<file path="config.mk">
export PLATFORM = sky130hd
export DESIGN_NAME = sound_timing_top
export DESIGN_NICKNAME = d
export VERILOG_FILES = /design/src/rtl/sound_pkg.sv /design/src/rtl/cen_frac.sv /design/src/rtl/cen_div.sv /design/src/rtl/tone_bank.sv /design/src/rtl/tone_mixer.sv /design/src/rtl/sound_timing_top.sv
export SDC_FILE = /design/constraint.sdc
export NUM_CORES = 1
export LEC_CHECK = 0
export ABC_AREA = 1
export BUFFER_PORTS_ARGS = -buffer_cell sky130_fd_sc_hd__buf_4
export CAP_MARGIN = 20
export CORE_ASPECT_RATIO = 1.75
export CORE_MARGIN = 5
export CORE_UTILIZATION = 30
export DETAILED_ROUTE_END_ITERATION = 8
export PLACE_DENSITY = 0.47
export SKIP_CTS_REPAIR_TIMING = 1
export SYNTH_ARGS = -nofsm -noshare
export SYNTH_HDL_FRONTEND = slang
export SYNTH_SLANG_ARGS = --single-unit
</file>
<file path="constraint.sdc">
create_clock -name clk -period 6.4 [get_ports clk]
set_input_delay 1.28 -clock clk [delete_from_list [all_inputs] [get_ports clk]]
set_output_delay 1.28 -clock clk [all_outputs]
set_load 0.02 [all_outputs]
</file>
<file path="src/rtl/sound_pkg.sv">
/*
 * Shared types and sizes for the sound timing block.
 * Holds the channel count, field widths, the configuration opcodes
 * and the packed words passed from the host and between stages.
 * Modules that use any of it take it by wildcard import.
 */
package sound_pkg;

    ////////////////////
    // Sizes
    ////////////////////
    localparam int NUM_CH   = 4;                // Tone channels
    localparam int CH_W     = $clog2(NUM_CH);   // Channel select width
    localparam int PERIOD_W = 10;               // Half-period in tone enables, minus one
    localparam int VOL_W    = 4;                // Per channel volume
    localparam int SAMPLE_W = 6;                // 4 x 15 = 60 fits

    // Host configuration opcodes
    typedef enum logic [1:0] {
        OP_NOP     = 2'd0,
        OP_PERIOD  = 2'd1,   // Load period, applied at next wrap
        OP_VOLUME  = 2'd2,   // Low VOL_W bits of data
        OP_RESTART = 2'd3    // Counter to zero, level high
    } cfg_op_e;

    ////////////////////
    // Packed words
    ////////////////////
    // Host write, 14 bits
    typedef struct packed {
        cfg_op_e             op;
        logic [CH_W-1:0]     chan;
        logic [PERIOD_W-1:0] data;
    } cfg_word_t;

    // Tone bank to mixer, 20 bits
    typedef struct packed {
        logic [NUM_CH-1:0]            level;  // Square outputs
        logic [NUM_CH-1:0][VOL_W-1:0] vol;    // Current volumes
    } tone_bus_t;

endpackage

</file>
<file path="src/rtl/cen_frac.sv">
/*
 * Fractional-step clock enable from the 48 MHz system clock.
 * A phase accumulator adds STEP each cycle and wraps at LIM, giving
 * exactly STEP enables in any LIM cycles (105/1408 -> 3.579545 MHz).
 * tone_cen_half pulses on every second tone_cen.
 * An accumulator found out of range is cleared.
 */
`timescale 1ns/10ps

module cen_frac #(
    parameter int STEP = 105,   // Phase increment per clock
    parameter int LIM  = 1408   // Phase wrap point
) (
    input  logic clk,
    input  logic reset,
    output logic tone_cen,
    output logic tone_cen_half
);

    // Wide enough for acc + STEP while acc is just under LIM + STEP
    localparam int ACC_W = $clog2(LIM + 2 * STEP + 1);

    localparam logic [ACC_W-1:0] STEP_V = ACC_W'(STEP);
    localparam logic [ACC_W-1:0] LIM_V  = ACC_W'(LIM);
    localparam logic [ACC_W-1:0] ABSMAX = ACC_W'(LIM + STEP); // Never legal

    logic [ACC_W-1:0] acc;        // Phase
    logic [ACC_W-1:0] next_sum;   // Phase plus step
    logic [ACC_W-1:0] next_wrap;  // Same, minus one full turn
    logic             alt;        // Selects every second enable

    ////////////////////
    // Next phase
    ////////////////////
    always_comb begin
        next_sum  = acc + STEP_V;
        next_wrap = next_sum - LIM_V;
    end

    ////////////////////
    // Accumulator and enables
    ////////////////////
    always_ff @(posedge clk) begin
        if (reset) begin
            acc           <= '0;
            alt           <= 1'b0;
            tone_cen      <= 1'b0;
            tone_cen_half <= 1'b0;
        end else begin
            tone_cen      <= 1'b0;   // Single cycle strobes
            tone_cen_half <= 1'b0;
            if (acc >= ABSMAX) begin
                // Upset phase, start over
                acc <= '0;
                alt <= 1'b0;
            end else if (next_sum >= LIM_V) begin
                acc           <= next_wrap;   // Keep the remainder
                tone_cen      <= 1'b1;
                alt           <= ~alt;
                tone_cen_half <= alt;         // Second of each pair
            end else begin
                acc <= next_sum;
            end
        end
    end

endmodule

</file>
<file path="src/rtl/cen_div.sv">
/*
 * Integer divider clock enable.
 * sample_cen pulses once every DIV clocks (125 -> 384 kHz at 48 MHz).
 * sample_cen_b is the 180 degree twin, DIV/2 clocks after each sample_cen.
 * Both come from registered compares on one wrap-around counter.
 */
`timescale 1ns/10ps

module cen_div #(
    parameter int DIV = 125   // Clocks per enable, at least 2
) (
    input  logic clk,
    input  logic reset,
    output logic sample_cen,
    output logic sample_cen_b
);

    localparam int CNT_W = $clog2(DIV + 1);

    localparam logic [CNT_W-1:0] LAST   = CNT_W'(DIV - 1);  // Wrap value
    localparam logic [CNT_W-1:0] HALF_AT = CNT_W'(DIV / 2); // Twin phase

    logic [CNT_W-1:0] cnt;

    // Free running, 0 .. DIV-1
    always_ff @(posedge clk) begin
        if (reset) begin
            cnt <= '0;
        end else if (cnt == LAST) begin
            cnt <= '0;
        end else begin
            cnt <= cnt + 1'b1;
        end
    end

    ////////////////////
    // Registered compares
    ////////////////////
    always_ff @(posedge clk) begin
        if (reset) begin
            sample_cen   <= 1'b0;
            sample_cen_b <= 1'b0;
        end else begin
            sample_cen   <= cnt == '0;       // Main phase
            sample_cen_b <= cnt == HALF_AT;  // Half a period later
        end
    end

endmodule

</file>
<file path="src/rtl/tone_bank.sv">
/*
 * Square-wave tone channels.
 * Host writes set per channel period and volume, or restart a channel.
 * Each channel counts tone enables and toggles its level every period+1
 * enables; a period of 0 keeps the level high.
 * New periods are picked up when the running half-period ends.
 */
`timescale 1ns/10ps

module tone_bank import sound_pkg::*; (
    input  logic      clk,
    input  logic      reset,
    input  logic      tone_cen,
    input  logic      cfg_we,
    input  cfg_word_t cfg,
    output tone_bus_t tone
);

    logic [PERIOD_W-1:0]          period  [NUM_CH];  // Host written
    logic [PERIOD_W-1:0]          act_per [NUM_CH];  // In use by counter
    logic [PERIOD_W-1:0]          cnt     [NUM_CH];  // Half-period counter
    logic [NUM_CH-1:0][VOL_W-1:0] vol;
    logic [NUM_CH-1:0]            level;

    // Per channel write decode
    logic [NUM_CH-1:0] wr_period;
    logic [NUM_CH-1:0] wr_volume;
    logic [NUM_CH-1:0] wr_restart;

    ////////////////////
    // Config decode
    ////////////////////
    always_comb begin
        wr_period  = '0;
        wr_volume  = '0;
        wr_restart = '0;
        for (int ch = 0; ch < NUM_CH; ch++) begin
            if (cfg_we && cfg.chan == CH_W'(ch)) begin
                case (cfg.op)
                    OP_PERIOD:  wr_period[ch]  = 1'b1;
                    OP_VOLUME:  wr_volume[ch]  = 1'b1;
                    OP_RESTART: wr_restart[ch] = 1'b1;
                    default: ;                    // OP_NOP
                endcase
            end
        end
    end

    ////////////////////
    // Host registers
    ////////////////////
    always_ff @(posedge clk) begin
        if (reset) begin
            for (int ch = 0; ch < NUM_CH; ch++) begin
                period[ch] <= '0;
            end
            vol <= '0;
        end else begin
            for (int ch = 0; ch < NUM_CH; ch++) begin
                if (wr_period[ch]) period[ch] <= cfg.data;
                if (wr_volume[ch]) vol[ch]    <= cfg.data[VOL_W-1:0];
            end
        end
    end

    ////////////////////
    // Channel counters
    ////////////////////
    always_ff @(posedge clk) begin
        if (reset) begin
            for (int ch = 0; ch < NUM_CH; ch++) begin
                act_per[ch] <= '0;
                cnt[ch]     <= '0;
            end
            level <= '1;   // All channels start high
        end else begin
            for (int ch = 0; ch < NUM_CH; ch++) begin
                if (wr_restart[ch]) begin
                    // Restart wins over a same cycle enable
                    cnt[ch]     <= '0;
                    act_per[ch] <= period[ch];
                    level[ch]   <= 1'b1;
                end else if (tone_cen) begin
                    if (cnt[ch] == act_per[ch]) begin
                        cnt[ch]     <= '0;
                        act_per[ch] <= period[ch];   // Pending period lands here
                        // Period 0 parks the channel high
                        if (act_per[ch] == '0 || period[ch] == '0) begin
                            level[ch] <= 1'b1;
                        end else begin
                            level[ch] <= ~level[ch];
                        end
                    end else begin
                        cnt[ch] <= cnt[ch] + 1'b1;
                    end
                end
            end
        end
    end

    // To the mixer
    assign tone.level = level;
    assign tone.vol   = vol;

endmodule

</file>
<file path="src/rtl/tone_mixer.sv">
/*
 * Channel mixer.
 * Adds the volumes of the channels whose square output is high and
 * registers the sum on each sample enable.
 * sample_valid marks the cycle in which sample takes the new value,
 * one clock after sample_cen.
 */
`timescale 1ns/10ps

module tone_mixer import sound_pkg::*; (
    input  logic                clk,
    input  logic                reset,
    input  logic                sample_cen,
    input  tone_bus_t           tone,
    output logic [SAMPLE_W-1:0] sample,
    output logic                sample_valid
);

    logic [NUM_CH-1:0][VOL_W-1:0] gated;    // Volume or zero
    logic [SAMPLE_W-1:0]          mix_sum;  // Sum of gated volumes

    ////////////////////
    // Gate and add
    ////////////////////
    always_comb begin
        for (int ch = 0; ch < NUM_CH; ch++) begin
            gated[ch] = tone.level[ch] ? tone.vol[ch] : '0;  // Low channel is silent
        end
    end

    always_comb begin
        mix_sum = '0;
        for (int ch = 0; ch < NUM_CH; ch++) begin
            mix_sum = mix_sum + SAMPLE_W'(gated[ch]);  // No overflow, 60 max
        end
    end

    ////////////////////
    // Sample register
    ////////////////////
    always_ff @(posedge clk) begin
        if (sample_cen) begin
            sample <= mix_sum;
        end
    end

    // Valid lines up with the sample update
    always_ff @(posedge clk) begin
        if (reset) begin
            sample_valid <= 1'b0;
        end else begin
            sample_valid <= sample_cen;
        end
    end

endmodule

</file>
<file path="src/rtl/sound_timing_top.sv">
/*
 * Sound timing block, top level.
 * Chains the tone enable generator, the sample rate divider, the tone
 * bank and the mixer. All rates are clock enables on the 48 MHz clock.
 * Host writes come in as single cycle cfg_we strobes.
 */
`timescale 1ns/10ps

module sound_timing_top import sound_pkg::*; #(
    parameter int STEP = 105,    // Tone enable phase step
    parameter int LIM  = 1408,   // Tone enable phase wrap
    parameter int DIV  = 125     // Clocks per sample
) (
    input  logic                clk,
    input  logic                reset,
    input  logic                cfg_we,
    input  cfg_word_t           cfg,
    output logic                tone_cen,
    output logic                tone_cen_half,
    output logic                sample_cen,
    output logic                sample_cen_b,
    output logic [NUM_CH-1:0]   levels,
    output logic [SAMPLE_W-1:0] sample,
    output logic                sample_valid
);

    tone_bus_t tone;   // Bank to mixer

    ////////////////////
    // Enables
    ////////////////////
    cen_frac #(.STEP(STEP), .LIM(LIM)) u_cen_frac (
        .clk          (clk),
        .reset        (reset),
        .tone_cen     (tone_cen),
        .tone_cen_half(tone_cen_half)
    );

    cen_div #(.DIV(DIV)) u_cen_div (
        .clk         (clk),
        .reset       (reset),
        .sample_cen  (sample_cen),
        .sample_cen_b(sample_cen_b)
    );

    ////////////////////
    // Tones and mix
    ////////////////////
    tone_bank u_tone_bank (
        .clk     (clk),
        .reset   (reset),
        .tone_cen(tone_cen),
        .cfg_we  (cfg_we),
        .cfg     (cfg),
        .tone    (tone)
    );

    tone_mixer u_tone_mixer (
        .clk         (clk),
        .reset       (reset),
        .sample_cen  (sample_cen),
        .tone        (tone),
        .sample      (sample),
        .sample_valid(sample_valid)
    );

    assign levels = tone.level;   // Square outputs for observation

endmodule

</file>
* After elaboration in Yosys (flattened, before gate mapping) *
Memory sizes are Yosys's and may differ from the RTL's.
Cells that the tools add are included.

storage, ports and cells
  register bits = 50
  bits in writable memories = 120
  input bits = 17
  output and inout bits = 15
  logic and storage cells = 218
  memories kept = 3

cells by class
  $add $sub $neg = 10
  magnitude comparators = 2
  eq/ne operators = 12
  muxes and demuxes = 115
  bitwise logic cells = 30
  reduce and logical (&&, ||, !) cells = 29

memory list
  name                 depth  bits a word  rd ports  clocked after memory_dff  wr ports  line             text
  u_tone_bank.act_per  4      10           4         0                         4         tone_bank.sv:20  logic [PERIOD_W-1:0] act_per [NUM_CH];
  u_tone_bank.cnt      4      10           4         0                         4         tone_bank.sv:21  logic [PERIOD_W-1:0] cnt [NUM_CH];
  u_tone_bank.period   4      10           4         0                         4         tone_bank.sv:19  logic [PERIOD_W-1:0] period [NUM_CH];

operator list
  kind                      number
  $mux W10                  24
  $mux W1                   86
  $logic_not A10 Y1         8
  $add A10 B1 Y10 const B   4
  $eq A10 B10 Y1            4
  $or A1 B1 Y1              24
  $ge A11 B11 Y1 const B    2
  $mux W4                   4
  $add A6 B4 Y6             2
  $reduce_or A2 Y1          6
  $add A11 B7 Y11 const B   1
  $mux W11                  1
  $sub A11 B11 Y11 const B  1
  $eq A2 B2 Y1 const B      4
  $reduce_and A2 Y1         4
  $add A7 B1 Y7 const B     1
  $eq A7 B6 Y1 const B      1
  $eq A7 B7 Y1 const B      1
  $logic_not A7 Y1          1
  $not A1 Y1                6
  $add A4 B4 Y5             1
  $eq A2 B1 Y1 const B      2
  $logic_and A1 B1 Y1       4
  $logic_or A1 B1 Y1        4
  other kinds (2)           2

* Depth between registers and ports, before layout *
Gate-level depths: netlist of run 1.

  depth in word-level cells = 9
  depth in mapped cells = 14
  gate-level depth less buffers = 14

* Cells and area by module *
Synthesis of run 1 repeated with hierarchy kept, for this count alone.

unflattened totals
  cells, all modules = 1076
  area total of the unflattened synthesis = 9022.4 µm²

modules (own cells, without submodules)
  module      times used  cells each  area each (µm²)  sequential area each (µm²)
  tone_bank   1           818         7053.0           4003.8
  cen_frac    1           130         919.6            280.3
  tone_mixer  1           71          626.9            200.2
  cen_div     1           57          422.9            180.2

* Worst setup path before layout of run 1 *
No wires, ideal clock.

  path type = input-to-reg
  start point = in cfg[11] (netlist name)
  end point = mem u_tone_bank.act_per[3][0], in the netlist u_tone_bank.act_per[0][30] (enable)
  library setup time = 0.391 ns
  data arrival time = 2.266 ns
  data required time = 6.009 ns
  path slack = 3.743 ns
  stages on the path = 6
  buffers on the path = 0
  path through = inv_1 -> nor3_1 -> inv_1 -> nor2_1 -> nor2_1 -> o21ai_0

RTL lines
  item             line                    text
  start, declared  sound_timing_top.sv:17  input cfg_word_t cfg,
  end, declared    tone_bank.sv:20

* Worst setup path in the final report of run 1 *
  start point = reg u_tone_bank.level[1]
  end point = reg u_tone_mixer.sample[3], data pin

between the ends
  longest elaborated chain between the ends = 4

RTL lines
  item                               line              text
  start, declared                    tone_bank.sv:23   logic [NUM_CH-1:0] level;
  start signal, assigned by index    tone_bank.sv:91   level[ch] <= ~level[ch];
  $mux W4                            tone_mixer.sv:27  gated[ch] = tone.level[ch] ? tone.vol[ch] : '0;
  $add A4 B4 Y5                      tone_mixer.sv:34  mix_sum = mix_sum + SAMPLE_W'(gated[ch]);
  $add A6 B4 Y6 (2 in series)        tone_mixer.sv:34
  named net u_tone_mixer.mix_sum[3]  tone_mixer.sv:20  logic [SAMPLE_W-1:0] mix_sum;
  end signal, assigned               tone_mixer.sv:43  sample <= mix_sum;
  end, declared                      tone_mixer.sv:15  output logic [SAMPLE_W-1:0] sample,

The timed path passes the listed nets, and every way through them passes these cells.
A chain may end at the register's enable or synchronous reset.

==> reports/results.txt, run 1 <==
post-synthesis sequential area ratio - 55.7%
DIE AREA - 31500 µm²
grt total ovfl - 0
routed wire length - 17300 µm
peak supply drop - 0.165 mV
Critical Path End - u_tone_mixer.sample[3]
Hold WS - 0.445 ns
net switching power - 0.605 mW
final worst-path cycle share - 45.1%
crit path max fanout - 7
total power - 2.48 mW
Cell variety after synth - 38
leak pwr - 4.02 nW
design area - 9630 µm²
Power Dens Cells - 258 nW/µm²
f_max - 347 MHz
vias in the first global route - 5894
global-route wire length before repair - 28800 µm
Reg-to-Reg End - u_tone_mixer.sample[3]
initial core utilization - 30.2%
Post-synth top flop - edfxtp_1
Mapped Cells - 889
GP Congestion - 0.757
RR Startpoint - u_tone_bank.level[1]
asr flop ratio synth - 0%
worst-margin pin slew - 0.700 ns
top-count cell post-synth - nor2_1
H-Tree Depth - 4
initial antenna violation count - 0
Rel. slew slack - 53.2%
area leader, netlist - edfxtp_1
final hold vios - 0
Post-DP Area - 9040 µm²
Met1 Routed Length - 6640 µm
max-cap violation count - 0
worst hold path depth - 1
vias per cell - 4.38
drt wl/cell - 13.1 µm
switching share of power - 24.4%
post-detail-place hpwl - 13500 µm
residual DRC count - 0
share of layout cells above drive strength 1 - 9.73%
Pint - 1.88 mW
highest metal used - met4
DP Cell Count - 1287
crit path capture type - register
clk slew on worst S/H paths - 0.07 ns
Final ANT Viol Nets - 0
Avg Cell Area, Syn - 9.42 µm²
TritonCTS clock tree - done
Area Overhead vs Synth - 14.9%
Setup Total Neg Slack - 0 ns
mapped cell area - 8380 µm²
RSZ-0062 raised after global routing - false
DRT Pass-1 Iters - 4
die width - 136 µm
I/O pins - 32
clk_skew - 0.00807 ns
CTS root buf - clkbuf_16
initial detailed-routing violation count - 217
sequential share of power - 51.2%
largest net degree at the start of global routing - 23
Critical Path RT - 6.58 ns
post-synth top area share - 45.2%
Worst setup SP type - register
met2 WL - 9620 µm
Max Slew Vio Count - 0
Setup WS pre-CTS - 3.38 ns
Setup crit start - u_tone_bank.level[1]
non-filler cells, final - 1319
synth warn - 0
final core utilization - 34.7%
outcome - completed
worst setup path class - register to register
CORE AREA - 27800 µm²
Reg2Reg Depth - 11
nets - 974
Clk Latency, worst-skew pair - 0.43 ns
Port Buf Inserts - 31
worst path arrival time - 3.07 ns
Die Span Y - 231 µm
minimum period implied by the final worst setup slack - 2.88 ns
Setup-failing EPs final - 0
EDFF count, synth - 126
ANT cells - 0
# rows - 81
Clk pwr share - 41.6%
largest cells by area after synthesis - edfxtp_1 45%, dfxtp_1 11%, nor2_1 8.2%, inv_1 6.3%, nand2_1 4.9%
power share of the combinational group - 7.2%
FF+latch count, synth - 170
maximum buffer depth of the clock tree - 2
WL met3 - 409 µm
TritonCTS Buffers - 17
clock sinks - 170
PnR worst setup slack - 3.52 ns
DR vias - 5774
Total GRT Usage - 11.9%
r2r setup slk - 3.52 ns
post-synth net total - 930
synth cell count leaders - 184 x nor2_1, 140 x inv_1, 126 x edfxtp_1, 109 x nand2_1, 44 x dfxtp_1
Hold WC Path Type - register to register
## sequential cells by signal, summed over array words and instances, names as in the netlist, 4 cells and up
| signal | flops |
|---|---|
| u_cen_div.cnt | 7 |
| u_tone_bank.period | 40 |
| u_tone_bank.level | 4 |
| u_cen_frac.acc | 11 |
| u_tone_bank.tone | 16 |
| u_tone_bank.cnt | 40 |
| u_tone_mixer.sample | 6 |
| u_tone_bank.act_per | 40 |
## cell type report
cell class | instances | area (µm²)
multi-input cells | 568 | 3130
clock buffers | 17 | 425
repair buffers | 33 | 248
flip-flops and latches | 170 | 4660
clock inverters | 15 | 163
fillers | 2919 | 18100
well taps | 373 | 467
inverters | 143 | 537
## layer usage
metal	global-route usage, %	vias to the layer above
met5	0	-
met4	6.40	0
met3	2.32	37
met2	22.4	82
met1	12.0	2667
li1	-	2988
## worst max-delay path, cell delays in order, from the launching register on
cell and delay [ns]:
dfxtp_1 0.41, nand2_1 0.11, inv_1 0.04, ha_1 0.20, fa_1 0.49, inv_1 0.07, fa_1 0.47, inv_1 0.07
ha_1 0.17, inv_1 0.06, fa_1 0.39, xnor2_1 0.15
## cell families after synthesis
family,count (synthesis),synth area share [%]
simple gates,425,22.8
flops,170,55.7
buf+inv,151,7.00
xor+xnor,60,6.50
compound gates,59,3.88
fa+ha+maj,24,4.12
## worst min-delay path by stage
stage,endpoint,slack (ns),startpoint
6_report,u_cen_div.cnt[0],0.44,u_cen_div.cnt[0]
3_3_place_gp,u_cen_div.cnt[0],0.43,u_cen_div.cnt[0]
2_1_floorplan,u_cen_div.cnt[0],0.42,u_cen_div.cnt[0]
3_5_place_dp,u_cen_div.cnt[0],0.43,u_cen_div.cnt[0]
4_1_cts,u_cen_div.cnt[0],0.45,u_cen_div.cnt[0]
5_1_grt,u_cen_div.cnt[0],0.49,u_cen_div.cnt[0]
## cells in the final DEF (no fill, tap or decap), types with 3 or more instances in the layout
master / count
xnor2_1: 30
inv_6: 6
fa_1: 6
nor4_1: 17
nand2_1: 109
nor2_1: 184
inv_1: 140
a21oi_2: 4
ha_1: 18
nor3_2: 3
nand2_2: 11
edfxtp_1: 126
clkbuf_16: 17
o21ai_0: 21
buf_4: 33
nor3_1: 19
xor2_1: 29
a21oi_1: 29
dfxtp_1: 44
nand2_4: 3
nand3_1: 43
nand4_1: 20
nor3b_1: 9
## power by group through the flow
stage	Sequential [mW]	Combinational [mW]	Clock, mW
final	1.27	0.179	1.03
after global routing	1.28	0.204	1.11
after CTS	1.27	0.183	1.06
after detailed placement	1.30	0.183	0
after global placement	1.30	0.181	0
after floorplan	1.29	0.126	0
(Power assumes the default switching activity.)
==> run 2: changes to the inputs <==
- PLACE_DENSITY: 0.47 -> 0.48
- clock period: 6.4 -> 2.3 ns (I/O delays scaled with it)
==> reports/results.txt, run 2 (same netlist as run 1, synthesis figures left out) <==
outcome - complete, but fails checks
violations in the final reports - negative setup slack
multi-input logic area - 3190 µm²
Max Slew Vio Count - 0
Die Span Y - 231 µm
die width - 136 µm
TritonCTS Buffers - 17
grt total ovfl - 0
Hold WC Path Type - input pin to register
worst setup path class - register to register
total power - 6.91 mW
final core utilization - 35.7%
fillcell total - 2892
Reg area - 4670 µm²
final worst-path cycle share - 116%
GP Congestion - 0.780
Final ANT Viol Nets - 0
clock sinks - 170
largest net degree at the start of global routing - 31
Power Dens Cells - 697 nW/µm²
DIE AREA - 31500 µm²
initial core utilization - 30.2%
crit path max fanout - 4
Rel. slew slack - 61.2%
Critical Path RT - 2.50 ns
Pint - 5.26 mW
net switching power - 1.65 mW
Max stage delay cell, worst path - fa_2
design area - 9920 µm²
H-Tree Depth - 4
clk_skew - 0.0137 ns
I/O pins - 32
Hold WS - 0.370 ns
PnR worst setup slack - -0.372 ns
Setup-failing EPs final - 4
power share of the combinational group - 7.8%
crit-path most repeated cell - inv_2
Total GRT Usage - 12.5%
Clk Latency, worst-skew pair - 0.44 ns
routed wire length - 18400 µm
TritonCTS clock tree - done
Area Overhead vs Synth - 18.5%
top flop regs - u_tone_bank.act_per: 40 flops, u_tone_bank.cnt: 40 flops, u_tone_bank.period: 40 flops
Post-DP Area - 9280 µm²
most frequent cells in the layout - 184 x nor2_1, 138 x inv_1, 126 x edfxtp_1
Port Buf Inserts - 31
RSZ-0062 raised after global routing - true
DRT Pass-1 Iters - 4
DR vias - 5838
crit path capture type - register
peak supply drop - 0.444 mV
sequential share of power - 51.2%
final hold vios - 0
minimum period implied by the final worst setup slack - 2.67 ns
f_max - 374 MHz
crit-path cells - nand2_1, inv_2, ha_4, fa_2, inv_2, fa_1, inv_1, ha_2, inv_2, fa_2, inv_1
maximum buffer depth of the clock tree - 2
worst-margin pin slew - 0.577 ns
CORE AREA - 27800 µm²
ANT cells - 0
commonest non-fill, non-tap cell in the layout - nor2_1
initial detailed-routing violation count - 185
global-route wire length before repair - 30100 µm
share of layout cells above drive strength 1 - 13.5%
leak pwr - 4.14 nW
post-detail-place hpwl - 14200 µm
worst path arrival time - 2.88 ns
# rows - 81
Clk pwr share - 41.0%
Worst setup SP type - register
drt wl/cell - 13.7 µm
CTS root buf - clkbuf_16
nets - 995
initial antenna violation count - 0
residual DRC count - 0
max-cap violation count - 0
Setup WS pre-CTS - -0.355 ns
vias per cell - 4.36
vias in the first global route - 6128
clk slew on worst S/H paths - 0.07 ns
switching share of power - 23.9%
CP max stage delay - 0.53 ns
[run 2: changes by cell type in the layout (fill, tap and decap cells not counted), sizes merged]
cell and change:
clkinvlp -1, bufinv -2, inv -3, buf +21
clkbuf +6
[run 2: through the flow]
stage / std cells / TNS [ns]
finish: 1340 / -1.17
floorplan: 889 / -0.715
global route: 1340 / -1.62
detailed placement: 1307 / -1.19
CTS: 1339 / -1.25
global placement: 1307 / -1.12
[run 2: critical path: cells and delay by family, from the launching register on]
family | cells | cell delay, ns
adder cells (fa/ha/maj) | 5 | 1.80
flip-flops | 1 | 0.34
AND/OR/NAND/NOR | 1 | 0.07
buffers and inverters | 5 | 0.22
[run 2: final timing paths]
path                                      startpoint                   endpoint  slack (ns)  cells after the start
worst max-delay path            u_tone_bank.level[0]     u_tone_mixer.sample[2]       -0.37                     11
worst max register to register  u_tone_bank.level[0]     u_tone_mixer.sample[2]       -0.37                     11
worst min register to register      u_cen_div.cnt[0]           u_cen_div.cnt[0]        0.45                      1
worst min-delay path                           reset  u_tone_mixer.sample_valid        0.37                      3
[run 2: metal layers]
metal  part of all wire [%]  wire (µm)  global-route usage, %  vias up
li1                       -          -                      -     3035
met4                    1.7        317                   4.73        0
met1                     37       6840                   11.9     2757
met5                      0          0                      0        -
met3                    1.8        326                   2.52       12
met2                     59      10900                   25.3       34
[run 2: power groups by stage]
stage | clock network [mW] | logic, mW | registers [mW]
after floorplan | 0 | 0.352 | 3.59
after global placement | 0 | 0.543 | 3.61
after detailed placement | 0 | 0.549 | 3.61
after CTS | 2.92 | 0.551 | 3.54
after global routing | 3.03 | 0.614 | 3.56
final | 2.83 | 0.540 | 3.54
[run 2: layout make-up]
cell class	count	area share, %
inverter	143	5.41
clock inverter	9	0.593
multi-input combinational	568	32.2
timing repair buffer	54	4.72
tap	373	4.70
sequential	170	47.1
clock buffer	23	5.35
==> run 3: changes to the inputs <==
- CORE_UTILIZATION: 30 -> 56
- PLACE_DENSITY: 0.48 -> 0.78
==> reports/results.txt, run 3 (same netlist as run 1, synthesis figures left out) <==
outcome - complete, but fails checks
violations in the final reports - negative setup slack
RSZ-0062 raised after global routing - true
Worst setup SP type - register
global-route wire length before repair - 28100 µm
PnR worst setup slack - -0.377 ns
fillcell total - 1160
most frequent cells in the layout - 183 x nor2_1, 138 x inv_1, 126 x edfxtp_1
share of layout cells above drive strength 1 - 12.2%
final worst-path cycle share - 116%
maximum buffer depth of the clock tree - 2
Total GRT Usage - 20.7%
max-cap violation count - 0
worst path arrival time - 2.86 ns
initial antenna violation count - 0
Setup-failing EPs final - 4
Critical Path RT - 2.48 ns
Clk Latency, worst-skew pair - 0.42 ns
worst-margin pin slew - 0.560 ns
DR vias - 6011
initial core utilization - 56.7%
vias per cell - 5.27
Port Buf Inserts - 31
DRT Pass-1 Iters - 4
clk slew on worst S/H paths - 0.06 ns
Hold WC Path Type - input pin to register
clock sinks - 170
Power Dens Cells - 717 nW/µm²
top flop regs - u_tone_bank.act_per: 40 flops, u_tone_bank.cnt: 40 flops, u_tone_bank.period: 40 flops
drt wl/cell - 14.7 µm
H-Tree Depth - 4
peak supply drop - 0.517 mV
multi-input logic area - 3160 µm²
f_max - 374 MHz
commonest non-fill, non-tap cell in the layout - nor2_1
Hold WS - 0.255 ns
leak pwr - 4.06 nW
minimum period implied by the final worst setup slack - 2.68 ns
# rows - 59
die width - 102 µm
clk_skew - 0.0124 ns
final hold vios - 0
Reg area - 4670 µm²
ANT cells - 0
TritonCTS clock tree - done
crit path capture type - register
residual DRC count - 0
Die Span Y - 172 µm
Final ANT Viol Nets - 0
I/O pins - 32
crit path max fanout - 4
vias in the first global route - 6158
largest net degree at the start of global routing - 22
nets - 986
final core utilization - 64.3%
Max Slew Vio Count - 0
initial detailed-routing violation count - 258
GP Congestion - 0.843
TritonCTS Buffers - 17
Setup Total Neg Slack - -1.26 ns
CORE AREA - 14800 µm²
DIE AREA - 17600 µm²
Area Overhead vs Synth - 13.4%
grt total ovfl - 0
Rel. slew slack - 62.3%
CTS root buf - clkbuf_16
routed wire length - 16800 µm
post-detail-place hpwl - 12500 µm
worst setup path class - register to register
[run 3: metal layers]
layer	global-route usage, %	share of wire, %	routed length [µm]
met1	21.1	36	5950
met2	38.7	57	9580
met3	4.34	3.6	600
met4	10.5	3.8	629
met5	0	0	0
[run 3: critical path, cell delays in order, from the launching register on]
cell and delay, ns:
dfxtp_2 0.33, nand2_1 0.05, inv_1 0.04, ha_2 0.19
fa_1 0.41, xnor2_1 0.27, fa_1 0.52, fa_2 0.60
inv_2 0.03
[run 3: power breakdown]
group	internal [mW]	switching [mW]	total (mW)
clock	1.57	1.19	2.75
sequential	3.43	0.111	3.54
combinational	0.189	0.325	0.513
[run 3: cell type report]
class	count	area share (%)
sequential	170	49.2
clock inverter	11	1.13
clock buffer	21	4.85
inverter	143	5.65
tap	183	2.41
multi-input combinational	568	33.3
timing repair buffer	45	3.56
[run 3: path summary, 6_finish.rpt]
check	from	to	slack [ns]	cells past startpoint
worst max register to register	u_tone_bank.level[1]	u_tone_mixer.sample[2]	-0.38	8
worst max-delay path	u_tone_bank.level[1]	u_tone_mixer.sample[2]	-0.38	8
worst min-delay path	reset	u_tone_mixer.sample_valid	0.26	2
worst min register to register	u_cen_div.cnt[3]	u_cen_div.sample_cen	0.46	1
[run 3: stage by stage]
stage                     std cells  area [µm²]  power, mW  worst slack (ns)
after floorplan                 889        8400       3.94            -0.260
final                          1141        9500       6.81            -0.377
after CTS                      1140        9480       6.84            -0.388
after detailed placement       1108        8910       4.12            -0.341
after global placement         1108        8910       4.09            -0.311
after global routing           1141        9500       7.07            -0.477
